$ cat config.mk
export PLATFORM = sky130hd
export DESIGN_NAME = issueCore
export DESIGN_NICKNAME = d
export VERILOG_FILES = /design/src/hdl/issuePkg.sv /design/src/hdl/priorityEncoder.sv /design/src/hdl/issueQueue.sv /design/src/hdl/physRegFile.sv /design/src/hdl/intExecUnit.sv /design/src/hdl/issueCore.sv
export SDC_FILE = /design/constraint.sdc
export NUM_CORES = 2
export LEC_CHECK = 0
export ABC_AREA = 0
export BUFFER_PORTS_ARGS = -buffer_cell sky130_fd_sc_hd__buf_2
export CAP_MARGIN = 5
export CORE_ASPECT_RATIO = 1.5
export CORE_MARGIN = 1.5
export CORE_UTILIZATION = 45
export CTS_BUF_LIST = sky130_fd_sc_hd__clkbuf_16
export CTS_CLUSTER_SIZE = 8
export DETAILED_ROUTE_END_ITERATION = 10
export REMOVE_ABC_BUFFERS = 1
export SETUP_SLACK_MARGIN = 0.5
export SYNTH_ARGS = -nofsm -noshare
export SYNTH_HDL_FRONTEND = slang
export SYNTH_SLANG_ARGS = --single-unit
$ cat constraint.sdc
create_clock -name clk -period 11.8 [get_ports clk]
set_clock_uncertainty 0.2 [all_clocks]
set_input_delay 3.54 -clock clk [delete_from_list [all_inputs] [get_ports clk]]
set_output_delay 3.54 -clock clk [all_outputs]
set_load 0.01 [all_outputs]
$ cat src/hdl/issuePkg.sv
`default_nettype none

package issuePkg;

    // Register and queue geometry
    localparam int TAG_BITS = 5;
    localparam int NUM_PREGS = 32;
    localparam int IQ_SIZE = 8;
    localparam int SQN_BITS = 6;

    // Issue to result latencies in cycles
    localparam int MUL_LAT = 3;
    localparam int ALU_LAT = 1;

    typedef logic [TAG_BITS-1:0] Tag;

    // Age is the wraparound-signed difference of two of these
    typedef logic [SQN_BITS-1:0] SqN;

    typedef logic [31:0] Word;

    typedef logic [$clog2(IQ_SIZE)-1:0] IqIdx;

    typedef enum logic [2:0] {
        OP_ADD,
        OP_SUB,
        OP_AND,
        OP_XOR,
        OP_SLL,
        OP_MUL
    } Opcode;

endpackage

`default_nettype wire

$ cat src/hdl/priorityEncoder.sv
`timescale 1ns/1ps
`default_nettype none

module priorityEncoder (
    input  wire logic [issuePkg::IQ_SIZE-1:0] req,
    output issuePkg::IqIdx                    idx,
    output logic                              found
);

    // Scan from the top so the lowest set bit wins
    always_comb begin
        idx = '0;
        found = 1'b0;
        for (int i = issuePkg::IQ_SIZE - 1; i >= 0; i--) begin
            if (req[i]) begin
                idx = issuePkg::IqIdx'(i);
                found = 1'b1;
            end
        end
    end

endmodule

`default_nettype wire

$ cat src/hdl/issueQueue.sv
`timescale 1ns/1ps
`default_nettype none

module issueQueue (
    input  wire logic           clk,
    input  wire logic           rst,
    input  wire logic           dispValid,
    input  issuePkg::Opcode     dispOpcode,
    input  issuePkg::Tag        dispTagA,
    input  wire logic           dispAvailA,
    input  issuePkg::Tag        dispTagB,
    input  wire logic           dispAvailB,
    input  wire logic           dispImmB,
    input  issuePkg::Word       dispImm,
    input  issuePkg::Tag        dispTagDst,
    input  issuePkg::SqN        dispSqN,
    input  wire logic           flushValid,
    input  issuePkg::SqN        flushSqN,
    input  wire logic           resValid,
    input  issuePkg::Tag        resTag,
    output logic                full,
    output logic                issValid,
    output issuePkg::Opcode     issOpcode,
    output issuePkg::Tag        issTagA,
    output issuePkg::Tag        issTagB,
    output issuePkg::Tag        issTagDst,
    output logic                issImmB,
    output issuePkg::Word       issImm
);

    typedef logic [$clog2(issuePkg::IQ_SIZE):0] Count;

    // Entry storage, index 0 is the oldest
    issuePkg::Opcode opcodeQ [issuePkg::IQ_SIZE];
    issuePkg::Tag    tagAQ   [issuePkg::IQ_SIZE];
    issuePkg::Tag    tagBQ   [issuePkg::IQ_SIZE];
    issuePkg::Tag    tagDstQ [issuePkg::IQ_SIZE];
    issuePkg::Word   immQ    [issuePkg::IQ_SIZE];
    issuePkg::SqN    sqNQ    [issuePkg::IQ_SIZE];
    logic [issuePkg::IQ_SIZE-1:0] immBQ;
    logic [issuePkg::IQ_SIZE-1:0] availAQ;
    logic [issuePkg::IQ_SIZE-1:0] availBQ;

    Count insertIndex;
    Count flushInsert;
    Count enqIndex;

    // Bit 0 marks a result bus slot already claimed by a multiply
    logic [issuePkg::MUL_LAT-1:0] resvWb;

    logic [issuePkg::IQ_SIZE-1:0] wakeA;
    logic [issuePkg::IQ_SIZE-1:0] wakeB;
    logic [issuePkg::IQ_SIZE-1:0] ready;

    issuePkg::IqIdx selIdx;
    logic selFound;
    logic enqFire;
    logic newAvailA;
    logic newAvailB;

    assign full = (insertIndex == Count'(issuePkg::IQ_SIZE));

    // Wakeup from the result bus
    always_comb begin
        for (int i = 0; i < issuePkg::IQ_SIZE; i++) begin
            wakeA[i] = resValid && (tagAQ[i] == resTag);
            wakeB[i] = resValid && (tagBQ[i] == resTag);
        end
    end

    // A simple op may not land in a slot held by a multiply
    always_comb begin
        for (int i = 0; i < issuePkg::IQ_SIZE; i++) begin
            ready[i] = (Count'(i) < insertIndex) &&
                       (availAQ[i] || wakeA[i]) &&
                       (availBQ[i] || wakeB[i]) &&
                       (opcodeQ[i] == issuePkg::OP_MUL || !resvWb[0]);
        end
    end

    priorityEncoder selEnc (
        .req   (ready),
        .idx   (selIdx),
        .found (selFound)
    );

    // Keep everything up to the last entry not younger than the flush
    always_comb begin
        flushInsert = '0;
        for (int i = 0; i < issuePkg::IQ_SIZE; i++) begin
            if (Count'(i) < insertIndex && $signed(sqNQ[i] - flushSqN) <= 0) begin
                flushInsert = Count'(i + 1);
            end
        end
    end

    assign enqFire = dispValid && !full;
    assign enqIndex = insertIndex - Count'(selFound);

    // Same-cycle wakeup for the op being dispatched
    assign newAvailA = dispAvailA || (resValid && dispTagA == resTag);
    assign newAvailB = dispAvailB || dispImmB || (resValid && dispTagB == resTag);

    always_ff @(posedge clk) begin
        availAQ <= availAQ | wakeA;
        availBQ <= availBQ | wakeB;
        resvWb <= resvWb >> 1;

        if (rst) begin
            insertIndex <= '0;
            resvWb <= '0;
            issValid <= 1'b0;
        end else if (flushValid) begin
            // No select and no dispatch on a flush edge
            insertIndex <= flushInsert;
            issValid <= 1'b0;
        end else begin
            issValid <= selFound;

            if (selFound) begin
                issOpcode <= opcodeQ[selIdx];
                issTagA <= tagAQ[selIdx];
                issTagB <= tagBQ[selIdx];
                issTagDst <= tagDstQ[selIdx];
                issImmB <= immBQ[selIdx];
                issImm <= immQ[selIdx];

                if (opcodeQ[selIdx] == issuePkg::OP_MUL) begin
                    resvWb <= (resvWb >> 1) |
                              (issuePkg::MUL_LAT'(1) <<
                               (issuePkg::MUL_LAT - issuePkg::ALU_LAT - 1));
                end

                // Collapse younger entries over the issued one
                for (int i = 0; i < issuePkg::IQ_SIZE - 1; i++) begin
                    if (i >= selIdx) begin
                        opcodeQ[i] <= opcodeQ[i+1];
                        tagAQ[i] <= tagAQ[i+1];
                        tagBQ[i] <= tagBQ[i+1];
                        tagDstQ[i] <= tagDstQ[i+1];
                        immQ[i] <= immQ[i+1];
                        sqNQ[i] <= sqNQ[i+1];
                        immBQ[i] <= immBQ[i+1];
                        availAQ[i] <= availAQ[i+1] | wakeA[i+1];
                        availBQ[i] <= availBQ[i+1] | wakeB[i+1];
                    end
                end
            end

            // Append after the collapse so it lands on the new tail
            if (enqFire) begin
                opcodeQ[issuePkg::IqIdx'(enqIndex)] <= dispOpcode;
                tagAQ[issuePkg::IqIdx'(enqIndex)] <= dispTagA;
                tagBQ[issuePkg::IqIdx'(enqIndex)] <= dispTagB;
                tagDstQ[issuePkg::IqIdx'(enqIndex)] <= dispTagDst;
                immQ[issuePkg::IqIdx'(enqIndex)] <= dispImm;
                sqNQ[issuePkg::IqIdx'(enqIndex)] <= dispSqN;
                immBQ[issuePkg::IqIdx'(enqIndex)] <= dispImmB;
                availAQ[issuePkg::IqIdx'(enqIndex)] <= newAvailA;
                availBQ[issuePkg::IqIdx'(enqIndex)] <= newAvailB;
            end

            insertIndex <= enqIndex + Count'(enqFire);
        end
    end

endmodule

`default_nettype wire

$ cat src/hdl/physRegFile.sv
`timescale 1ns/1ps
`default_nettype none

module physRegFile (
    input  wire logic    clk,
    input  wire logic    rst,
    input  issuePkg::Tag rdTagA,
    input  issuePkg::Tag rdTagB,
    input  wire logic    wrValid,
    input  issuePkg::Tag wrTag,
    input  issuePkg::Word wrData,
    output issuePkg::Word rdDataA,
    output issuePkg::Word rdDataB
);

    issuePkg::Word regs [issuePkg::NUM_PREGS];

    // Register 0 reads zero, a same-cycle write is bypassed
    function automatic issuePkg::Word readPort(input issuePkg::Tag tag);
        issuePkg::Word value;
        if (tag == '0) begin
            value = '0;
        end else if (wrValid && wrTag == tag) begin
            value = wrData;
        end else begin
            value = regs[tag];
        end
        return value;
    endfunction

    assign rdDataA = readPort(rdTagA);
    assign rdDataB = readPort(rdTagB);

    always_ff @(posedge clk) begin
        if (rst) begin
            for (int i = 0; i < issuePkg::NUM_PREGS; i++) begin
                regs[i] <= '0;
            end
        end else if (wrValid && wrTag != '0) begin
            regs[wrTag] <= wrData;
        end
    end

endmodule

`default_nettype wire

$ cat src/hdl/intExecUnit.sv
`timescale 1ns/1ps
`default_nettype none

module intExecUnit (
    input  wire logic      clk,
    input  wire logic      rst,
    input  wire logic      issValid,
    input  issuePkg::Opcode issOpcode,
    input  wire logic      issImmB,
    input  issuePkg::Word  issImm,
    input  issuePkg::Tag   issTagDst,
    input  issuePkg::Word  srcA,
    input  issuePkg::Word  srcB,
    output logic           resValid,
    output issuePkg::Tag   resTag,
    output issuePkg::Word  resData
);

    issuePkg::Word opB;
    issuePkg::Word aluOut;

    // Multiply pipeline, two stages ahead of the result register
    logic          mul1Valid;
    issuePkg::Tag  mul1Tag;
    issuePkg::Word mul1A;
    issuePkg::Word mul1B;
    logic          mul2Valid;
    issuePkg::Tag  mul2Tag;
    issuePkg::Word mul2Prod;

    assign opB = issImmB ? issImm : srcB;

    always_comb begin
        case (issOpcode)
            issuePkg::OP_ADD: aluOut = srcA + opB;
            issuePkg::OP_SUB: aluOut = srcA - opB;
            issuePkg::OP_AND: aluOut = srcA & opB;
            issuePkg::OP_XOR: aluOut = srcA ^ opB;
            issuePkg::OP_SLL: aluOut = srcA << opB[4:0];
            default: aluOut = '0;
        endcase
    end

    always_ff @(posedge clk) begin
        mul1A <= srcA;
        mul1B <= opB;
        mul1Tag <= issTagDst;
        mul2Prod <= mul1A * mul1B;
        mul2Tag <= mul1Tag;

        // The queue never lets both paths finish in one cycle
        if (mul2Valid) begin
            resTag <= mul2Tag;
            resData <= mul2Prod;
        end else begin
            resTag <= issTagDst;
            resData <= aluOut;
        end

        if (rst) begin
            mul1Valid <= 1'b0;
            mul2Valid <= 1'b0;
            resValid <= 1'b0;
        end else begin
            mul1Valid <= issValid && issOpcode == issuePkg::OP_MUL;
            mul2Valid <= mul1Valid;
            resValid <= mul2Valid || (issValid && issOpcode != issuePkg::OP_MUL);
        end
    end

endmodule

`default_nettype wire

$ cat src/hdl/issueCore.sv
`timescale 1ns/1ps
`default_nettype none

module issueCore (
    input  wire logic       clk,
    input  wire logic       rst,
    input  wire logic       dispValid,
    input  issuePkg::Opcode dispOpcode,
    input  issuePkg::Tag    dispTagA,
    input  wire logic       dispAvailA,
    input  issuePkg::Tag    dispTagB,
    input  wire logic       dispAvailB,
    input  wire logic       dispImmB,
    input  issuePkg::Word   dispImm,
    input  issuePkg::Tag    dispTagDst,
    input  issuePkg::SqN    dispSqN,
    input  wire logic       flushValid,
    input  issuePkg::SqN    flushSqN,
    output logic            full,
    output logic            resValid,
    output issuePkg::Tag    resTag,
    output issuePkg::Word   resData
);

    // Issue bundle
    logic            issValid;
    issuePkg::Opcode issOpcode;
    issuePkg::Tag    issTagA;
    issuePkg::Tag    issTagB;
    issuePkg::Tag    issTagDst;
    logic            issImmB;
    issuePkg::Word   issImm;

    // Operand values
    issuePkg::Word srcA;
    issuePkg::Word srcB;

    issueQueue queue0 (
        .clk        (clk),
        .rst        (rst),
        .dispValid  (dispValid),
        .dispOpcode (dispOpcode),
        .dispTagA   (dispTagA),
        .dispAvailA (dispAvailA),
        .dispTagB   (dispTagB),
        .dispAvailB (dispAvailB),
        .dispImmB   (dispImmB),
        .dispImm    (dispImm),
        .dispTagDst (dispTagDst),
        .dispSqN    (dispSqN),
        .flushValid (flushValid),
        .flushSqN   (flushSqN),
        .resValid   (resValid),
        .resTag     (resTag),
        .full       (full),
        .issValid   (issValid),
        .issOpcode  (issOpcode),
        .issTagA    (issTagA),
        .issTagB    (issTagB),
        .issTagDst  (issTagDst),
        .issImmB    (issImmB),
        .issImm     (issImm)
    );

    physRegFile prf0 (
        .clk     (clk),
        .rst     (rst),
        .rdTagA  (issTagA),
        .rdTagB  (issTagB),
        .wrValid (resValid),
        .wrTag   (resTag),
        .wrData  (resData),
        .rdDataA (srcA),
        .rdDataB (srcB)
    );

    intExecUnit exec0 (
        .clk       (clk),
        .rst       (rst),
        .issValid  (issValid),
        .issOpcode (issOpcode),
        .issImmB   (issImmB),
        .issImm    (issImm),
        .issTagDst (issTagDst),
        .srcA      (srcA),
        .srcB      (srcB),
        .resValid  (resValid),
        .resTag    (resTag),
        .resData   (resData)
    );

endmodule

`default_nettype wire

==> reports/results.ini <==
[synthesis]
synth-seq-area-share=0.462
netlist_area_um2=107000
ys_warn_count=0
avgSynthCellArea_um2=12.4
synth_seq_cells=1700
synthArstFlopShare=0
postSynth.topFlopCell=edfxtp_1
netlist-cell-type-count=91
synth-edff-count=1531
syn_inst=8623

[die]
die_h_um=600
io_pins=108
core_region_area_um2=235000
rows=218
dieArea_um2=240000
die_x_um=401
floorplan.initialDensity=0.454

[critical_path]
critPathSlowestCell=buf_4
reg2reg_depth=26
timing.rr.end=exec0.resData[29]$_DFF_P_
r2r_start=queue0.issTagB[1]$_DFFE_PP_
r2r_slack_ns=3.14
critical_path.top_delay_family=compound AO/OA/AOI/OAI gates
critPathLaunchType=flop
max_stage_delay_ns=0.67
endpoint_kind=flop
startpoint=queue0.issTagB[1]$_DFFE_PP_
arrival_ns=9.18
path_class=flop to flop
cp_num_buf_inv=5
crit_required_ns=12.32
cp_max_fo=62

[placement]
port_buffers=107
hpwl_mm=270
place_congestion=0.959
place_ws_ns=3.43

[final_layout]
final_cell_mix=1531 x edfxtp_1, 1294 x and2_1, 586 x nand2_1
multi_input_area_um2=53300
final_common_cell=edfxtp_1
fin_nets=9340
layout-drive-gt1-share=0.185
fillCellCount=20575
areaGrowthSynthToFinish_pct=10.0
regArea_um2=49400

[detailed_routing]
drc_errors=0
via_count=75672
ant_nets=0
avgRoutedWirePerCell_um=34.3
routed_wl_mm=404
via_per_inst=6.42
drt-pass1-iter-count=7
drt-initial-drc-count=8368

[cts]
cts_made_buffers=239
cts_hold_buf=0
cts.clk_slew.worst_paths_ns=0.05
clk_latency_ns=0.92
h-tree-depth=4
cts_sinks=1700
root_buffer=clkbuf_16
cts_tree=yes
cts_resized=0
cts.path.max_buffers=4
post-cts-setup-buffers=0

[hold_path]
hp-class=flop to flop
hp-start=exec0.mul1Tag[3]$_DFF_P_
hold_path_end=exec0.mul2Tag[3]$_DFF_P_
holdPathStages=0

[grt]
grt_pass1_wl_mm=571
grt_max_degree=101
grt_antenna_before_repair=36
grt_pass1_vias=78238
grt_usage=0.332
grt_overflow=0

[job]
maxCapViolations=0

[timing]
slew_headroom=0.0782
hold_viol_final=0
worst_slew_pin_slew_ns=1.37
max_freq_mhz=115
maxSlewViolCount=0
fin_crit_ns=8.66
setup_slack_ns=3.14
min_period_over_period=0.734
rsz0062_at_grt=no
finalSetupViolations=0

[status]
status=complete, no violations

[state kept, by name (all words and copies together), names as in the netlist, 24 cells and up]
register        cells
exec0.mul1B        32
queue0.tagDstQ     40
exec0.resData      32
queue0.sqNQ        48
queue0.immQ       256
queue0.issImm      32
exec0.mul2Prod     32
queue0.opcodeQ     24
prf0.regs        1024
exec0.mul1A        32
queue0.tagAQ       40
queue0.tagBQ       40
[cell type report]
| type | count | share of cell area |
|---|---|---|
| multi-input combinational | 5825 | 0.454 |
| sequential | 1700 | 0.420 |
| clock buffer | 241 | 0.0513 |
| tap | 3080 | 0.0328 |
| timing repair buffer | 386 | 0.0234 |
| inverter | 470 | 0.0150 |
| clock inverter | 77 | 0.00328 |
| antenna | 6 | 0.000128 |
[per-stage QoR]
step	hold WS, ns	cells	cell area [µm²]	utilization	setup TNS (ns)
6_report	0.125	11785	117000	0.499	0
5_1_grt	0.141	11782	117000	0.499	0
3_3_place_gp	0.110	11461	111000	0.472	0
4_1_cts	0.124	11779	117000	0.499	0
2_1_floorplan	0.110	7995	104000	-	-403.62
3_5_place_dp	0.112	11461	111000	0.472	0
[synth_stat cells, types with 12 or more instances]
cell | instances | share of area
mux2_2 | 449 | 0.047
a211oi_1 | 37 | 0.0026
mux4_2 | 385 | 0.081
and3_1 | 28 | 0.0016
o22ai_1 | 61 | 0.0036
mux2i_1 | 420 | 0.039
nand3b_1 | 14 | 0.00098
nand3_1 | 83 | 0.0039
o21bai_1 | 20 | 0.0014
inv_1 | 465 | 0.016
o21ai_0 | 145 | 0.0068
or3_1 | 16 | 0.00094
a311oi_1 | 37 | 0.0030
buf_6 | 18 | 0.0019
buf_2 | 76 | 0.0036
xor2_1 | 128 | 0.010
nor2b_1 | 35 | 0.0021
o21a_1 | 13 | 0.00091
nand2_1 | 586 | 0.021
and2_1 | 1294 | 0.076
a22oi_1 | 205 | 0.014
a21oi_1 | 235 | 0.011
a21o_1 | 42 | 0.0030
a31oi_1 | 51 | 0.0030
a22o_1 | 26 | 0.0021
buf_1 | 32 | 0.0011
o211ai_1 | 23 | 0.0016
clkbuf_1 | 496 | 0.017
buf_4 | 37 | 0.0026
edfxtp_1 | 1531 | 0.43
nor2_1 | 227 | 0.0080
nand4_1 | 22 | 0.0013
xnor2_1 | 143 | 0.012
nor3b_1 | 12 | 0.00084
or2_2 | 43 | 0.0025
nor3_1 | 58 | 0.0027
ha_1 | 232 | 0.027
a221oi_1 | 71 | 0.0058
fa_1 | 417 | 0.078
nor4_1 | 25 | 0.0015
a222oi_1 | 16 | 0.0015
dfxtp_1 | 169 | 0.032
nand2b_1 | 32 | 0.0019
[worst max-delay path by stage]
stage                     depth (start not counted)  slack (ns)                   endpoint
after floorplan                                  17       -9.41  exec0.resData[24]$_DFF_P_
after global placement                           27        3.34  exec0.resData[29]$_DFF_P_
after detailed placement                         26        3.43  exec0.resData[29]$_DFF_P_
after CTS                                        26        3.40  exec0.resData[29]$_DFF_P_
after global routing                             26        2.88  exec0.resData[29]$_DFF_P_
final                                            26        3.14  exec0.resData[29]$_DFF_P_
[cells by family (layout without fill, tap and decap cells)]
| group | Yosys count | after routing | synth area share |
|---|---|---|---|
| AOI/OAI and AO/OA | 1117 | 1117 | 0.0719 |
| xor gates and xnor gates | 272 | 272 | 0.0224 |
| buffers and inverters | 1129 | 1174 | 0.0431 |
| DFF | 1700 | 1700 | 0.462 |
| muxes | 1254 | 1254 | 0.168 |
| adders and majority gates | 649 | 649 | 0.105 |
| other | 1 | 38 | 0.0000351 |
| and+or+nand+nor | 2501 | 2501 | 0.127 |
[metal layers]
layer / global-route usage / vias to the layer above / part of all wire
met3: 0.0629 / 1397 / 0.084
li1: - / 31128 / -
met4: 0.237 / 28 / 0.084
met5: 0 / - / 0.00043
met1: 0.371 / 38739 / 0.34
met2: 0.571 / 4380 / 0.49
Power is not shown: default switching activity piles up to over one toggle a cycle in this logic, so the estimate is an artifact.
